### config.mk
export PLATFORM = sky130hd
export DESIGN_NAME = axi_join
export DESIGN_NICKNAME = d
export VERILOG_FILES = /design/src/verilog/axi_pkg.sv /design/src/verilog/join_pkg.sv /design/src/verilog/axi_arbiter.sv /design/src/verilog/axi_join.sv /design/src/verilog/axi_pipe.sv /design/src/verilog/register_slice.sv
export SDC_FILE = /design/constraint.sdc
export NUM_CORES = 1
export LEC_CHECK = 0
export BUFFER_PORTS_ARGS = -buffer_cell sky130_fd_sc_hd__buf_2
export CAP_MARGIN = 0
export CORE_AREA = 2 2 293 295
export DETAILED_ROUTE_END_ITERATION = 16
export DIE_AREA = 0 0 295 297
export GPL_TIMING_DRIVEN = 0
export HOLD_SLACK_MARGIN = 0.08
export SKIP_LAST_GASP = 1
export SYNTH_ARGS = -nofsm -noshare
export SYNTH_HDL_FRONTEND = slang
export SYNTH_HIERARCHICAL = 1
export SYNTH_SLANG_ARGS = --single-unit
### constraint.sdc
create_clock -name clk -period 10.9 [get_ports clk]
set_clock_uncertainty 0.2 [all_clocks]
set_input_delay 1.09 -clock clk [delete_from_list [all_inputs] [get_ports clk]]
set_output_delay 1.09 -clock clk [all_outputs]
set_load 0.01 [all_outputs]
### src/verilog/axi_pkg.sv
package axi_pkg;

   typedef logic [3:0]  id_t;    // transaction id
   typedef logic [31:0] addr_t;  // byte address
   typedef logic [7:0]  len_t;   // burst length field which is always 0 on the slave side
   typedef logic [2:0]  size_t;  // beat size code
   typedef logic [63:0] data_t;  // one data beat
   typedef logic [7:0]  strb_t;  // one strobe per data byte
   typedef logic [1:0]  resp_t;  // OKAY, EXOKAY, SLVERR, DECERR

   // packed payload of each channel without valid and ready
   localparam int AW_WIDTH = $bits(id_t) + $bits(addr_t) + $bits(len_t) + $bits(size_t);
   localparam int AR_WIDTH = $bits(id_t) + $bits(addr_t) + $bits(len_t) + $bits(size_t);
   localparam int W_WIDTH  = $bits(data_t) + $bits(strb_t) + 1;
   localparam int R_WIDTH  = $bits(id_t) + $bits(data_t) + 1 + $bits(resp_t);
   localparam int B_WIDTH  = $bits(id_t) + $bits(resp_t);

endpackage

### src/verilog/join_pkg.sv
package join_pkg;

   localparam int ID_BIT = 3;       // id bit that marks a master B transaction
   localparam int PIPE_STAGES = 1;  // register stages on every channel
   localparam bit NO_RESP = 1'b0;   // set to pass r and b straight through

   typedef enum logic {
      PORT_A,
      PORT_B
   } port_sel_t;

endpackage

### src/verilog/axi_arbiter.sv
module axi_arbiter (
   input  logic           clk,
   input  logic           rstn,
   input  axi_pkg::id_t   a_awid,
   input  axi_pkg::addr_t a_awaddr,
   input  axi_pkg::len_t  a_awlen,
   input  axi_pkg::size_t a_awsize,
   input  logic           a_awvalid,
   output logic           a_awready,
   input  axi_pkg::data_t a_wdata,
   input  axi_pkg::strb_t a_wstrb,
   input  logic           a_wlast,
   input  logic           a_wvalid,
   output logic           a_wready,
   input  axi_pkg::id_t   a_arid,
   input  axi_pkg::addr_t a_araddr,
   input  axi_pkg::len_t  a_arlen,
   input  axi_pkg::size_t a_arsize,
   input  logic           a_arvalid,
   output logic           a_arready,
   output axi_pkg::id_t   a_rid,
   output axi_pkg::data_t a_rdata,
   output logic           a_rlast,
   output axi_pkg::resp_t a_rresp,
   output logic           a_rvalid,
   input  logic           a_rready,
   output axi_pkg::id_t   a_bid,
   output axi_pkg::resp_t a_bresp,
   output logic           a_bvalid,
   input  logic           a_bready,
   input  axi_pkg::id_t   b_awid,
   input  axi_pkg::addr_t b_awaddr,
   input  axi_pkg::len_t  b_awlen,
   input  axi_pkg::size_t b_awsize,
   input  logic           b_awvalid,
   output logic           b_awready,
   input  axi_pkg::data_t b_wdata,
   input  axi_pkg::strb_t b_wstrb,
   input  logic           b_wlast,
   input  logic           b_wvalid,
   output logic           b_wready,
   input  axi_pkg::id_t   b_arid,
   input  axi_pkg::addr_t b_araddr,
   input  axi_pkg::len_t  b_arlen,
   input  axi_pkg::size_t b_arsize,
   input  logic           b_arvalid,
   output logic           b_arready,
   output axi_pkg::id_t   b_rid,
   output axi_pkg::data_t b_rdata,
   output logic           b_rlast,
   output axi_pkg::resp_t b_rresp,
   output logic           b_rvalid,
   input  logic           b_rready,
   output axi_pkg::id_t   b_bid,
   output axi_pkg::resp_t b_bresp,
   output logic           b_bvalid,
   input  logic           b_bready,
   output axi_pkg::id_t   m_awid,
   output axi_pkg::addr_t m_awaddr,
   output axi_pkg::len_t  m_awlen,
   output axi_pkg::size_t m_awsize,
   output logic           m_awvalid,
   input  logic           m_awready,
   output axi_pkg::data_t m_wdata,
   output axi_pkg::strb_t m_wstrb,
   output logic           m_wlast,
   output logic           m_wvalid,
   input  logic           m_wready,
   output axi_pkg::id_t   m_arid,
   output axi_pkg::addr_t m_araddr,
   output axi_pkg::len_t  m_arlen,
   output axi_pkg::size_t m_arsize,
   output logic           m_arvalid,
   input  logic           m_arready,
   input  axi_pkg::id_t   m_rid,
   input  axi_pkg::data_t m_rdata,
   input  logic           m_rlast,
   input  axi_pkg::resp_t m_rresp,
   input  logic           m_rvalid,
   output logic           m_rready,
   input  axi_pkg::id_t   m_bid,
   input  axi_pkg::resp_t m_bresp,
   input  logic           m_bvalid,
   output logic           m_bready
);

   axi_pkg::id_t   s_awid, s_arid, s_rid, s_bid;  // arbiter side of the pipe
   axi_pkg::addr_t s_awaddr, s_araddr;
   axi_pkg::len_t  s_awlen, s_arlen;
   axi_pkg::size_t s_awsize, s_arsize;
   axi_pkg::data_t s_wdata, s_rdata;
   axi_pkg::strb_t s_wstrb;
   axi_pkg::resp_t s_rresp, s_bresp;
   logic           s_wlast, s_rlast;
   logic           s_awvalid, s_awready, s_wvalid, s_wready, s_arvalid, s_arready;
   logic           s_rvalid, s_rready, s_bvalid, s_bready;

   join_pkg::port_sel_t last_aw, last_ar;  // winner of the previous transfer
   join_pkg::port_sel_t aw_sel, ar_sel;
   join_pkg::port_sel_t w_owner;
   logic                w_waiting;  // an aw went through ahead of its w beat
   logic                aw_hs, ar_hs, w_hs;
   logic                w_go;

   assign aw_hs = s_awvalid & s_awready;
   assign ar_hs = s_arvalid & s_arready;
   assign w_hs = s_wvalid & s_wready;
   assign w_go = w_waiting | aw_hs;  // a w beat never overtakes its aw

   always_comb begin
      if (w_waiting) begin
         aw_sel = w_owner;
      end else if (last_aw == join_pkg::PORT_A) begin
         aw_sel = (a_awvalid || !b_awvalid) ? join_pkg::PORT_A : join_pkg::PORT_B;
      end else begin
         aw_sel = (b_awvalid || !a_awvalid) ? join_pkg::PORT_B : join_pkg::PORT_A;
      end

      if (last_ar == join_pkg::PORT_A) begin
         ar_sel = (a_arvalid || !b_arvalid) ? join_pkg::PORT_A : join_pkg::PORT_B;
      end else begin
         ar_sel = (b_arvalid || !a_arvalid) ? join_pkg::PORT_B : join_pkg::PORT_A;
      end
   end

   always_ff @(posedge clk) begin
      if (!rstn) begin
         last_aw <= join_pkg::PORT_A;
         last_ar <= join_pkg::PORT_A;
         w_waiting <= 1'b0;
         w_owner <= join_pkg::PORT_A;
      end else begin
         if (aw_hs) last_aw <= aw_sel;
         if (ar_hs) last_ar <= ar_sel;
         if (aw_hs && !w_hs) begin
            w_waiting <= 1'b1;
            w_owner <= aw_sel;
         end else if (w_hs) begin
            w_waiting <= 1'b0;
         end
      end
   end

   always_comb begin
      if (aw_sel == join_pkg::PORT_B) begin
         {s_awid, s_awaddr, s_awlen, s_awsize} = {b_awid, b_awaddr, b_awlen, b_awsize};
         s_awvalid = b_awvalid & !w_waiting;
      end else begin
         {s_awid, s_awaddr, s_awlen, s_awsize} = {a_awid, a_awaddr, a_awlen, a_awsize};
         s_awvalid = a_awvalid & !w_waiting;
      end
   end

   always_comb begin
      if (aw_sel == join_pkg::PORT_B) begin
         {s_wdata, s_wstrb, s_wlast} = {b_wdata, b_wstrb, b_wlast};
         s_wvalid = b_wvalid & w_go;
      end else begin
         {s_wdata, s_wstrb, s_wlast} = {a_wdata, a_wstrb, a_wlast};
         s_wvalid = a_wvalid & w_go;
      end
   end

   always_comb begin
      if (ar_sel == join_pkg::PORT_B) begin
         {s_arid, s_araddr, s_arlen, s_arsize} = {b_arid, b_araddr, b_arlen, b_arsize};
         s_arvalid = b_arvalid;
      end else begin
         {s_arid, s_araddr, s_arlen, s_arsize} = {a_arid, a_araddr, a_arlen, a_arsize};
         s_arvalid = a_arvalid;
      end
   end

   assign a_awready = s_awready & (aw_sel == join_pkg::PORT_A) & !w_waiting;
   assign b_awready = s_awready & (aw_sel == join_pkg::PORT_B) & !w_waiting;
   assign a_wready = s_wready & (aw_sel == join_pkg::PORT_A) & w_go;
   assign b_wready = s_wready & (aw_sel == join_pkg::PORT_B) & w_go;
   assign a_arready = s_arready & (ar_sel == join_pkg::PORT_A);
   assign b_arready = s_arready & (ar_sel == join_pkg::PORT_B);

   // responses go to the master named by the id bit
   assign s_rready = s_rid[join_pkg::ID_BIT] ? b_rready : a_rready;
   assign s_bready = s_bid[join_pkg::ID_BIT] ? b_bready : a_bready;
   assign a_rvalid = s_rvalid & !s_rid[join_pkg::ID_BIT];
   assign b_rvalid = s_rvalid & s_rid[join_pkg::ID_BIT];
   assign a_bvalid = s_bvalid & !s_bid[join_pkg::ID_BIT];
   assign b_bvalid = s_bvalid & s_bid[join_pkg::ID_BIT];

   assign {a_rid, a_rdata, a_rlast, a_rresp} = {s_rid, s_rdata, s_rlast, s_rresp};
   assign {b_rid, b_rdata, b_rlast, b_rresp} = {s_rid, s_rdata, s_rlast, s_rresp};
   assign {a_bid, a_bresp} = {s_bid, s_bresp};
   assign {b_bid, b_bresp} = {s_bid, s_bresp};

   axi_pipe #(
      .STAGES(join_pkg::PIPE_STAGES),
      .NO_RESP(join_pkg::NO_RESP)
   ) axi_pipe_inst (.*);

   assert property (@(posedge clk) disable iff (!rstn) !(a_awready && b_awready));

   // the aw slice stays closed until the pending w beat has gone through
   assert property (@(posedge clk) disable iff (!rstn)
      w_waiting |-> !a_awready && !b_awready);

endmodule

### src/verilog/axi_join.sv
module axi_join (
   input  logic           clk,
   input  logic           rstn,
   input  axi_pkg::id_t   a_awid,
   input  axi_pkg::addr_t a_awaddr,
   input  axi_pkg::len_t  a_awlen,
   input  axi_pkg::size_t a_awsize,
   input  logic           a_awvalid,
   output logic           a_awready,
   input  axi_pkg::data_t a_wdata,
   input  axi_pkg::strb_t a_wstrb,
   input  logic           a_wlast,
   input  logic           a_wvalid,
   output logic           a_wready,
   input  axi_pkg::id_t   a_arid,
   input  axi_pkg::addr_t a_araddr,
   input  axi_pkg::len_t  a_arlen,
   input  axi_pkg::size_t a_arsize,
   input  logic           a_arvalid,
   output logic           a_arready,
   output axi_pkg::id_t   a_rid,
   output axi_pkg::data_t a_rdata,
   output logic           a_rlast,
   output axi_pkg::resp_t a_rresp,
   output logic           a_rvalid,
   input  logic           a_rready,
   output axi_pkg::id_t   a_bid,
   output axi_pkg::resp_t a_bresp,
   output logic           a_bvalid,
   input  logic           a_bready,
   input  axi_pkg::id_t   b_awid,
   input  axi_pkg::addr_t b_awaddr,
   input  axi_pkg::len_t  b_awlen,
   input  axi_pkg::size_t b_awsize,
   input  logic           b_awvalid,
   output logic           b_awready,
   input  axi_pkg::data_t b_wdata,
   input  axi_pkg::strb_t b_wstrb,
   input  logic           b_wlast,
   input  logic           b_wvalid,
   output logic           b_wready,
   input  axi_pkg::id_t   b_arid,
   input  axi_pkg::addr_t b_araddr,
   input  axi_pkg::len_t  b_arlen,
   input  axi_pkg::size_t b_arsize,
   input  logic           b_arvalid,
   output logic           b_arready,
   output axi_pkg::id_t   b_rid,
   output axi_pkg::data_t b_rdata,
   output logic           b_rlast,
   output axi_pkg::resp_t b_rresp,
   output logic           b_rvalid,
   input  logic           b_rready,
   output axi_pkg::id_t   b_bid,
   output axi_pkg::resp_t b_bresp,
   output logic           b_bvalid,
   input  logic           b_bready,
   output axi_pkg::id_t   m_awid,
   output axi_pkg::addr_t m_awaddr,
   output axi_pkg::len_t  m_awlen,
   output axi_pkg::size_t m_awsize,
   output logic           m_awvalid,
   input  logic           m_awready,
   output axi_pkg::data_t m_wdata,
   output axi_pkg::strb_t m_wstrb,
   output logic           m_wlast,
   output logic           m_wvalid,
   input  logic           m_wready,
   output axi_pkg::id_t   m_arid,
   output axi_pkg::addr_t m_araddr,
   output axi_pkg::len_t  m_arlen,
   output axi_pkg::size_t m_arsize,
   output logic           m_arvalid,
   input  logic           m_arready,
   input  axi_pkg::id_t   m_rid,
   input  axi_pkg::data_t m_rdata,
   input  logic           m_rlast,
   input  axi_pkg::resp_t m_rresp,
   input  logic           m_rvalid,
   output logic           m_rready,
   input  axi_pkg::id_t   m_bid,
   input  axi_pkg::resp_t m_bresp,
   input  logic           m_bvalid,
   output logic           m_bready
);

   // every port name matches the arbiter, so the ports connect by name
   axi_arbiter axi_arbiter_inst (.*);

endmodule

### src/verilog/axi_pipe.sv
module axi_pipe #(
   parameter int STAGES = join_pkg::PIPE_STAGES,
   parameter bit NO_RESP = join_pkg::NO_RESP
) (
   input  logic           clk,
   input  logic           rstn,
   input  axi_pkg::id_t   s_awid,
   input  axi_pkg::addr_t s_awaddr,
   input  axi_pkg::len_t  s_awlen,
   input  axi_pkg::size_t s_awsize,
   input  logic           s_awvalid,
   output logic           s_awready,
   input  axi_pkg::data_t s_wdata,
   input  axi_pkg::strb_t s_wstrb,
   input  logic           s_wlast,
   input  logic           s_wvalid,
   output logic           s_wready,
   input  axi_pkg::id_t   s_arid,
   input  axi_pkg::addr_t s_araddr,
   input  axi_pkg::len_t  s_arlen,
   input  axi_pkg::size_t s_arsize,
   input  logic           s_arvalid,
   output logic           s_arready,
   output axi_pkg::id_t   s_rid,
   output axi_pkg::data_t s_rdata,
   output logic           s_rlast,
   output axi_pkg::resp_t s_rresp,
   output logic           s_rvalid,
   input  logic           s_rready,
   output axi_pkg::id_t   s_bid,
   output axi_pkg::resp_t s_bresp,
   output logic           s_bvalid,
   input  logic           s_bready,
   output axi_pkg::id_t   m_awid,
   output axi_pkg::addr_t m_awaddr,
   output axi_pkg::len_t  m_awlen,
   output axi_pkg::size_t m_awsize,
   output logic           m_awvalid,
   input  logic           m_awready,
   output axi_pkg::data_t m_wdata,
   output axi_pkg::strb_t m_wstrb,
   output logic           m_wlast,
   output logic           m_wvalid,
   input  logic           m_wready,
   output axi_pkg::id_t   m_arid,
   output axi_pkg::addr_t m_araddr,
   output axi_pkg::len_t  m_arlen,
   output axi_pkg::size_t m_arsize,
   output logic           m_arvalid,
   input  logic           m_arready,
   input  axi_pkg::id_t   m_rid,
   input  axi_pkg::data_t m_rdata,
   input  logic           m_rlast,
   input  axi_pkg::resp_t m_rresp,
   input  logic           m_rvalid,
   output logic           m_rready,
   input  axi_pkg::id_t   m_bid,
   input  axi_pkg::resp_t m_bresp,
   input  logic           m_bvalid,
   output logic           m_bready
);

   localparam int RESP_STAGES = NO_RESP ? 0 : STAGES;  // responses may skip the registers

   register_slice #(.WIDTH(axi_pkg::AW_WIDTH), .STAGES(STAGES)) aw_slice (
      .clk(clk), .rstn(rstn),
      .s_valid(s_awvalid), .s_ready(s_awready),
      .s_data({s_awid, s_awaddr, s_awlen, s_awsize}),
      .m_valid(m_awvalid), .m_ready(m_awready),
      .m_data({m_awid, m_awaddr, m_awlen, m_awsize})
   );

   register_slice #(.WIDTH(axi_pkg::W_WIDTH), .STAGES(STAGES)) w_slice (
      .clk(clk), .rstn(rstn),
      .s_valid(s_wvalid), .s_ready(s_wready), .s_data({s_wdata, s_wstrb, s_wlast}),
      .m_valid(m_wvalid), .m_ready(m_wready), .m_data({m_wdata, m_wstrb, m_wlast})
   );

   register_slice #(.WIDTH(axi_pkg::AR_WIDTH), .STAGES(STAGES)) ar_slice (
      .clk(clk), .rstn(rstn),
      .s_valid(s_arvalid), .s_ready(s_arready),
      .s_data({s_arid, s_araddr, s_arlen, s_arsize}),
      .m_valid(m_arvalid), .m_ready(m_arready),
      .m_data({m_arid, m_araddr, m_arlen, m_arsize})
   );

   // the response slices run from the slave side back towards the arbiter
   register_slice #(.WIDTH(axi_pkg::R_WIDTH), .STAGES(RESP_STAGES)) r_slice (
      .clk(clk), .rstn(rstn),
      .s_valid(m_rvalid), .s_ready(m_rready), .s_data({m_rid, m_rdata, m_rlast, m_rresp}),
      .m_valid(s_rvalid), .m_ready(s_rready), .m_data({s_rid, s_rdata, s_rlast, s_rresp})
   );

   register_slice #(.WIDTH(axi_pkg::B_WIDTH), .STAGES(RESP_STAGES)) b_slice (
      .clk(clk), .rstn(rstn),
      .s_valid(m_bvalid), .s_ready(m_bready), .s_data({m_bid, m_bresp}),
      .m_valid(s_bvalid), .m_ready(s_bready), .m_data({s_bid, s_bresp})
   );

endmodule

### src/verilog/register_slice.sv
module register_slice #(
   parameter int WIDTH = 8,
   parameter int STAGES = 1
) (
   input  logic             clk,
   input  logic             rstn,
   input  logic             s_valid,
   output logic             s_ready,
   input  logic [WIDTH-1:0] s_data,
   output logic             m_valid,
   input  logic             m_ready,
   output logic [WIDTH-1:0] m_data
);

   generate
      if (STAGES == 0) begin : g_wire
         assign m_valid = s_valid;
         assign s_ready = m_ready;
         assign m_data = s_data;
      end else begin : g_chain
         logic [STAGES:0]  vld;
         logic [STAGES:0]  rdy;
         logic [WIDTH-1:0] dat [STAGES+1];

         assign vld[0] = s_valid;
         assign dat[0] = s_data;
         assign s_ready = rdy[0];
         assign m_valid = vld[STAGES];
         assign m_data = dat[STAGES];
         assign rdy[STAGES] = m_ready;

         for (genvar i = 0; i < STAGES; i++) begin : g_stage
            logic             main_valid;
            logic [WIDTH-1:0] main_data;
            logic             skid_valid;
            logic [WIDTH-1:0] skid_data;

            assign rdy[i] = !skid_valid;  // only the skid state decides ready
            assign vld[i+1] = main_valid;
            assign dat[i+1] = main_data;

            always_ff @(posedge clk) begin
               if (!rstn) begin
                  main_valid <= 1'b0;
                  skid_valid <= 1'b0;
               end else if (rdy[i+1] || !main_valid) begin
                  if (skid_valid) begin
                     main_valid <= 1'b1;  // drain the parked item first
                     skid_valid <= 1'b0;
                  end else begin
                     main_valid <= vld[i];
                  end
               end else if (vld[i] && !skid_valid) begin
                  skid_valid <= 1'b1;  // main is stalled so park the new item
               end
            end

            always_ff @(posedge clk) begin
               if (rdy[i+1] || !main_valid) begin
                  if (skid_valid) begin
                     main_data <= skid_data;
                  end else if (vld[i]) begin
                     main_data <= dat[i];
                  end
               end else if (vld[i] && !skid_valid) begin
                  skid_data <= dat[i];
               end
            end
         end
      end
   endgenerate

   // a stalled output has to hold its item across the whole chain
   assert property (@(posedge clk) disable iff (!rstn)
      m_valid && !m_ready |=> m_valid && $stable(m_data));

endmodule
* Yosys cells after proc, flatten, opt, wreduce, memory -nomap -nowiden
Index checks and enable logic that the tools add are counted.
Operators by class: mux-type cells 40, bitwise operators 30, reduce and logical (&&, ||, !) cells 54
Operator list (number):
- $mux W47 | 4
- $mux W73 | 2
- $mux W71 | 2
- $mux W32 | 2
- $mux W64 | 1
- $mux W8 | 3
- $and A1 B1 Y1 | 21
- $mux W1 | 20
- $reduce_and A2 Y1 | 10
- $logic_not A1 Y1 | 18
- $mux W6 | 2
- $reduce_bool A2 Y1 | 6
- $reduce_or A2 Y1 | 5
- $logic_or A1 B1 Y1 | 9
- $mux W4 | 2
- $not A1 Y1 | 8
- $logic_and A1 B1 Y1 | 6
- $mux W3 | 2
- $or A1 B1 Y1 | 1
Word-level totals: bits in registers 502, bits of input ports 428, output and inout bits 336

* Longest topological paths before layout
Gate-level depths: netlist of run 1.
depth after elaboration 14, gate-level depth with buffers 8, depth with buffers taken out 6

* Hierarchy
The synthesis of run 1 kept the hierarchy.
By module, submodules not included:
- register_slice (axi_arbiter_inst.axi_pipe_inst.ar_slice ...) | times used 2, cells an instance 156, area an instance 3729.8 um2, sequential area each 2862.7 um2
- register_slice (axi_arbiter_inst.axi_pipe_inst.w_slice) | times used 1, cells an instance 236, area an instance 5469.0 um2, sequential area each 4424.2 um2
- register_slice (axi_arbiter_inst.axi_pipe_inst.r_slice) | times used 1, cells an instance 230, area an instance 5447.7 um2, sequential area each 4304.1 um2
- axi_arbiter | times used 1, cells an instance 313, area an instance 2927.8 um2, sequential area each 80.1 um2
- register_slice (axi_arbiter_inst.axi_pipe_inst.b_slice) | times used 1, cells an instance 28, area an instance 564.3 um2, sequential area each 400.4 um2

* Worst setup path before layout of run 1
OpenSTA, ideal clock, no wires.
path kind input-to-reg, start input port a_awvalid, end register axi_arbiter_inst.axi_pipe_inst.w_slice.g_chain.g_stage[0].skid_data[0], enable pin, library setup time 0.609 ns, data arrival time 7.285 ns, required time 10.091 ns, path slack 2.806 ns, stages 6, buffers on the path 1, path through a21boi_2 -> o31ai_4 -> buf_4 -> mux2i_1 -> nor2_1 -> nor3b_1
Between the ends: cells in the longest elaborated chain, start to end 12, elaborated cells between the ends (all ways) 16, classes of those cells mux (6); bitwise (5); reduce/logical (5)
RTL lines:
- start, declared | RTL line axi_join.sv:8 | input logic a_awvalid,
- $logic_not A1 Y1 | RTL line axi_arbiter.sv:116 | aw_sel = (b_awvalid || !a_awvalid) ? join_pkg::PORT_B : join_pkg::PORT_A;
- $logic_or A1 B1 Y1 | RTL line axi_arbiter.sv:116
- $mux W1 | RTL line axi_arbiter.sv:116
- $mux W1 | RTL line axi_arbiter.sv:113 | end else if (last_aw == join_pkg::PORT_A) begin
- $mux W1 | RTL line axi_arbiter.sv:111 | if (w_waiting) begin
- $mux W1 | RTL line axi_arbiter.sv:145 | if (aw_sel == join_pkg::PORT_B) begin
- $and A1 B1 Y1 | RTL line axi_arbiter.sv:105 | assign aw_hs = s_awvalid & s_awready;
- $or A1 B1 Y1 | RTL line axi_arbiter.sv:108 | assign w_go = w_waiting | aw_hs;
- $and A1 B1 Y1 (on tied branches) | RTL line axi_arbiter.sv:160, axi_arbiter.sv:157
- $mux W1 (*) | RTL line axi_arbiter.sv:155 | if (aw_sel == join_pkg::PORT_B) begin
- via axi_arbiter_inst.s_wvalid | RTL line axi_arbiter.sv:95 | logic s_awvalid, s_awready, s_wvalid, s_wready, s_arvalid, s_arready;
- $logic_and A1 B1 Y1 (*) | RTL line register_slice.sv:65 | end else if (vld[i] && !skid_valid) begin
- $reduce_and A2 Y1 (no line) (*)
- end signal, assigned | RTL line register_slice.sv:66 | skid_data <= dat[i];
- end, declared | RTL line register_slice.sv:36 | logic [WIDTH-1:0] skid_data;
The timed path passes the listed nets; every way through them passes the cells marked *. A chain may end at the register's enable or synchronous reset.

* Final worst setup path of run 1
start input port a_awvalid, end output port b_wready
Between the ends: cells in the longest elaborated chain, start to end 9, elaborated cells between the ends (all ways) 13, classes of those cells mux (5); bitwise (5); reduce/logical (3)
RTL lines:
- $logic_not A1 Y1 | RTL line axi_arbiter.sv:116
- $logic_or A1 B1 Y1 | RTL line axi_arbiter.sv:116
- $mux W1 | RTL line axi_arbiter.sv:116
- $mux W1 | RTL line axi_arbiter.sv:113
- $mux W1 | RTL line axi_arbiter.sv:111
- $mux W1 | RTL line axi_arbiter.sv:145
- $and A1 B1 Y1 | RTL line axi_arbiter.sv:105
- $or A1 B1 Y1 | RTL line axi_arbiter.sv:108
- $and A1 B1 Y1 (*) | RTL line axi_arbiter.sv:177 | assign b_wready = s_wready & (aw_sel == join_pkg::PORT_B) & w_go;
- end, declared | RTL line axi_join.sv:41 | output logic b_wready,
Every way passes the cells marked *; elsewhere a longest branch is shown, timed or not.

==> results of run 1 <==
-- worst max path at each step --
stage | endpoint | slack (ns) | cells past startpoint
final | b_wready | 6.67 | 8
after global routing | b_wready | 6.52 | 8
after CTS | b_wready | 6.55 | 8
after detailed placement | b_wready | 6.55 | 8
after global placement | register | -1.06 | 7
after floorplan | register | 2.81 | 6
-- stage by stage --
| stage | setup slack (ns) | setup TNS [ns] | power, W |
|---|---|---|---|
| after floorplan | 2.81 | 0 | 0.00280 |
| after global placement | -1.06 | -81.22 | 0.00314 |
| after detailed placement | 6.55 | 0 | 0.00316 |
| after CTS | 6.55 | 0 | 0.00499 |
| after global routing | 6.52 | 0 | 0.00511 |
| final | 6.67 | 0 | 0.00491 |
-- cells by family (layout without fill, tap and decap cells) --
group / Yosys count / after routing / share of synthesized area, %
buffers and inverters: 133 / 1022 / 4.99
flip-flops: 502 / 502 / 68.3
AND/OR/NAND/NOR: 53 / 53 / 1.54
AO/OA/AOI/OAI: 16 / 16 / 0.589
adder cells (fa/ha/maj): 1 / 1 / 0.0515
other: 0 / 1 / 0
multiplexers: 414 / 414 / 24.5
-- power breakdown --
group | switching (W) | internal (W) | leakage, nW | total [W]
registers | 0.0000473 | 0.00231 | 4.71 | 0.00235
clock network | 0.000760 | 0.00105 | 0.854 | 0.00181
logic | 0.000377 | 0.000370 | 6.23 | 0.000747
-- worst max-delay path, stage by stage --
cell      delay, ns
buf_2          0.11
a21boi_2       0.18
o31ai_4        0.42
buf_4          0.39
buf_4          0.30
inv_1          0.08
nor2_1         0.19
buf_2          0.17
-- Yosys cell counts, drive strengths merged, types with 3 or more instances --
cell,instances
clkbuf,4
mux2,413
o21ai,3
nor2,14
buf,121
nor3b,10
inv,8
and2,3
nand2,6
nand2b,6
dfxtp,14
edfxtp,488
a21boi,7
nor2b,9
-- layout make-up --
| type | count | area share (%) |
|---|---|---|
| inverter | 8 | 0.102 |
| tap | 1144 | 4.88 |
| sequential | 502 | 51.0 |
| multi-input combinational | 484 | 20.1 |
| timing repair buffer | 791 | 14.4 |
| buffer | 125 | 3.62 |
| clock buffer | 69 | 5.01 |
| clock inverter | 29 | 0.944 |
| antenna | 1 | 0.00854 |
-- per-layer routing --
metal / global-route usage [%] / vias to the layer above / wire length, um
met5: 0 / - / 27
met1: 14.7 / 6249 / 23100
met2: 24.4 / 570 / 31400
met3: 3.84 / 120 / 5050
li1: - / 5943 / -
met4: 5.66 / 4 / 2720
==> impl_metrics.tcl, run 1 <==
set metrics [dict create \
    fin_crit_ns 4.23 \
    peakVddDrop_mv 0.0959 \
    grt_pass1_wl_mm 87.7 \
    grt_usage_pct 13.5 \
    ys_seq_area_share_pct 68.3 \
    coreArea_sq_um 84500 \
    post_cts_resized 0 \
    setup_viol 0 \
    hpwlAfterDp_mm 49.3 \
    cts_root_buf "clkbuf_16" \
    synth_area_leaders "edfxtp_1, mux2_4, mux2_2" \
    io_pins 764 \
    htree_levels 2 \
    cp-start-kind "primary input" \
    multi_input_area_sq_um 5890 \
    clkSinkCount 502 \
    worstSetupEndpointType "output pin" \
    p_leak_nw 11.8 \
    cp.required_ns 9.61 \
    synth_top_area_share_pct 67.0 \
    min_path_type "register to register" \
    layout_common_cells "buf_2, edfxtp_1, mux2_4" \
    area_delta_synth_final_pct 34.0 \
    initial_core_util_pct 25.9 \
    rows 107 \
    postCtsSetupBuffers 0 \
    syn_inst 1119 \
    grt_pass1_vias 13600 \
    tritoncts "yes" \
    final_util_pct 34.7 \
    drt_first_pass_iters 5 \
    synth_top_cell_by_area "edfxtp_1" \
    overflow 0 \
    nFillCells 8171 \
    syn_area_sq_um 21900 \
    cts_max_path_buffers 3 \
    place.gp.congestion 0.991 \
    place_area_sq_um 27600 \
    holdPathStages 2 \
    holdCritStartpoint "axi_arbiter_inst/last_ar" \
    drtIter0Drc 457 \
    hold_viol 0 \
    drt_wl_total_mm 62.3 \
    hold_buffers 0 \
    drc 0 \
    io_buffer_count 763 \
    synth_fp_nets 1547 \
    power_density_nw_per_um2 167 \
    fp.dieH_um 297 \
    tightest_slew_ns 0.880 \
    slew_headroom_pct 41.1 \
    layout.cells.non_filler 3153 \
    drive_above_1_share_pct 67.8 \
    grt_max_degree 33 \
    async_reset_ff_share_pct 0 \
    grt_setup_unrepaired "false" \
    antenna_found_initial 13 \
    nets 2394 \
    ys_types 34 \
    slew_viol_final 0 \
    clk_latency_ns 0.59 \
    cts_made_buffers 54 \
    cap_violations 0 \
    postRouteAntennaNets 0 \
    regArea_sq_um 14900 \
    whs_ns 0.288 \
    worstSetupStartpoint "a_awvalid" \
    die_w_um 295 \
    synth_edf_count 488 \
    wl_per_cell_um 19.8 \
    criticalPathCategory "primary input to output pin" \
    final_cell_area_sq_um 29300 \
    path_clk_slew_ns 0.06 \
    r2r_cells 9 \
    critPathMaxFanout 10 \
    finalCritPeriodShare_pct 38.8 \
    fmax_mhz 237 \
    status "completed" \
    synth-warning-count 6 \
    dp.cells 3054 \
    critPathArrivalTime_ns 2.94 \
    syn_area_per_cell_sq_um 19.5 \
    vias_per_cell 4.09 \
    r2r-start "axi_arbiter_inst/w_waiting" \
    die_area_sq_um 87600 \
    synthFlopType "edfxtp_1" \
    r2r_slack_ns 7.52 \
    vias 12900 \
    layout_commonest_cell "buf_2" \
    ys_ff_latch 502 \
    whs_endpoint "axi_arbiter_inst/last_ar" \
]
Note: power is estimated with default switching activity, not from simulation.
==> run 2, diff against run 1 <==
--- a/config.mk
+++ b/config.mk
@@ -7,9 +7,9 @@
 export LEC_CHECK = 0
 export BUFFER_PORTS_ARGS = -buffer_cell sky130_fd_sc_hd__buf_2
 export CAP_MARGIN = 0
-export CORE_AREA = 2 2 293 295
+export CORE_AREA = 2 2 297 299
 export DETAILED_ROUTE_END_ITERATION = 16
-export DIE_AREA = 0 0 295 297
+export DIE_AREA = 0 0 299 301
 export GPL_TIMING_DRIVEN = 0
 export HOLD_SLACK_MARGIN = 0.08
 export SKIP_LAST_GASP = 1
==> constraint.sdc (replaced) <==
create_clock -name clk -period 3.75 [get_ports clk]
set_clock_uncertainty 0.2 [all_clocks]
set_input_delay 0.375 -clock clk [delete_from_list [all_inputs] [get_ports clk]]
set_output_delay 0.375 -clock clk [all_outputs]
set_load 0.01 [all_outputs]
==> impl_metrics.tcl, run 2 (synthesis results as in run 1) <==
set metrics [dict create \
    cpMaxStageDelayCell "dlygate4sd3_1" \
    hold_viol 0 \
    drt_wl_total_mm 65.6 \
    io_buffer_count 763 \
    fp.dieH_um 301 \
    cpMostUsedCell "buf_2" \
    wl_per_cell_um 18.3 \
    grt_setup_unrepaired "false" \
    fin_setup_tns_ns 0 \
    tritoncts "yes" \
    layout.cells.non_filler 3591 \
    final_util_pct 39.0 \
    drive_above_1_share_pct 55.9 \
    drtIter0Drc 645 \
    clk_latency_ns 0.61 \
    coreArea_sq_um 86500 \
    grt_max_degree 33 \
    p_leak_nw 13.6 \
    slew_headroom_pct 33.5 \
    final_cell_area_sq_um 33700 \
    dp.cells 3057 \
    power_density_nw_per_um2 444 \
    layout_commonest_cell "buf_2" \
    antenna_found_initial 4 \
    critPathArrivalTime_ns 3.51 \
    nets 2818 \
    fin_crit_ns 3.41 \
    critPathMaxFanout 10 \
    slowest_delay_ns 0.72 \
    path_clk_slew_ns 0.06 \
    peakVddDrop_mv 0.322 \
    htree_levels 2 \
    initial_core_util_pct 25.3 \
    grt_pass1_wl_mm 95.0 \
    rows 108 \
    cap_violations 0 \
    worstSetupEndpointType "register" \
    place.gp.congestion 0.942 \
    layout_common_cells "buf_2, edfxtp_1, dlygate4sd3_1" \
    place_area_sq_um 27600 \
    crit_chain "dlygate4sd3_1 -> buf_2 -> inv_1 -> maj3_2 -> buf_2 -> buf_2 -> mux2_2 -> dlygate4sd3_1" \
    setup_viol 0 \
    criticalPathCategory "primary input to register" \
    grt_pass1_vias 16100 \
    drt_first_pass_iters 4 \
    cts_max_path_buffers 3 \
    hpwlAfterDp_mm 47.6 \
    io_pins 764 \
    tightest_slew_ns 0.996 \
    postRouteAntennaNets 0 \
    fmax_mhz 294 \
    cts_root_buf "clkbuf_16" \
    grt_usage_pct 13.8 \
    cts_made_buffers 55 \
    die_area_sq_um 90000 \
    cp-start-kind "primary input" \
    cp.required_ns 3.85 \
    finalCritPeriodShare_pct 90.8 \
    slew_viol_final 0 \
    vias_per_cell 4.11 \
    die_w_um 299 \
    drc 0 \
    clkSinkCount 502 \
    area_delta_synth_final_pct 54.1 \
    vias 14800 \
    status "completed" \
    min_path_type "primary input to register" \
    overflow 0 \
    post_cts_resized 0 \
]
-- run 2: routing by layer --
metal / wire length [um] / track usage [%] / vias to the layer above
met1: 24800 / 15.0 / 7262
li1: - / - / 6810
met4: 2370 / 5.27 / 0
met3: 4040 / 3.18 / 121
met2: 34400 / 25.8 / 569
met5: 0 / 0 / -
-- run 2: worst max-delay path: cells and delay by family --
kind,cells,cell delay [ns]
multiplexers,1,0.52
adder cells (fa/ha/maj),1,0.27
buffers and inverters,6,2.32
-- run 2: final timing paths --
kind	to	cells after the start	slack, ns	start
max reg2reg	register	5	0.50	axi_arbiter_inst/last_ar
min	register	2	0.08	b_arid[2]
max	register	8	0.34	a_arvalid
min reg2reg	axi_arbiter_inst/axi_pipe_inst/w_slice/m_data[63]	1	0.34	register
-- run 2: per-stage QoR --
step	hold slack, ns	worst slack, ns	power (W)
finish	0.0759	0.343	0.0150
global route	0.104	0.326	0.0155
floorplan	0.236	-0.693	0.00812
CTS	0.0810	0.0298	0.0151
detailed placement	0.275	0.116	0.00915
global placement	0.251	-2.56	0.00906
-- run 2: final cells by class --
| type | instances | area (sq um) |
|---|---|---|
| Antenna cell | 3 | 7.51 |
| Inverter | 8 | 30.0 |
| Clock inverter | 33 | 358 |
| Fill cell | 7943 | 52800 |
| Timing Repair Buffer | 1214 | 8500 |
| Buffer | 125 | 1060 |
| Sequential cell | 502 | 14900 |
| Tap cell | 1155 | 1450 |
| Multi-Input combinational cell | 484 | 5920 |
| Clock buffer | 67 | 1450 |
-- run 2: report_power, final --
part	internal, W	switching [W]	total (W)
Combinational	0.00149	0.00117	0.00267
Sequential	0.00670	0.000142	0.00685
Clock	0.00312	0.00233	0.00544
Total	0.0113	0.00364	0.0150
-- run 2: what timing repair did --
action                                  CTS  global route
endpoints found under the hold margin   505             0
buffers inserted                          0             1
endpoints found under the setup margin    0             1
hold buffers                            430             0
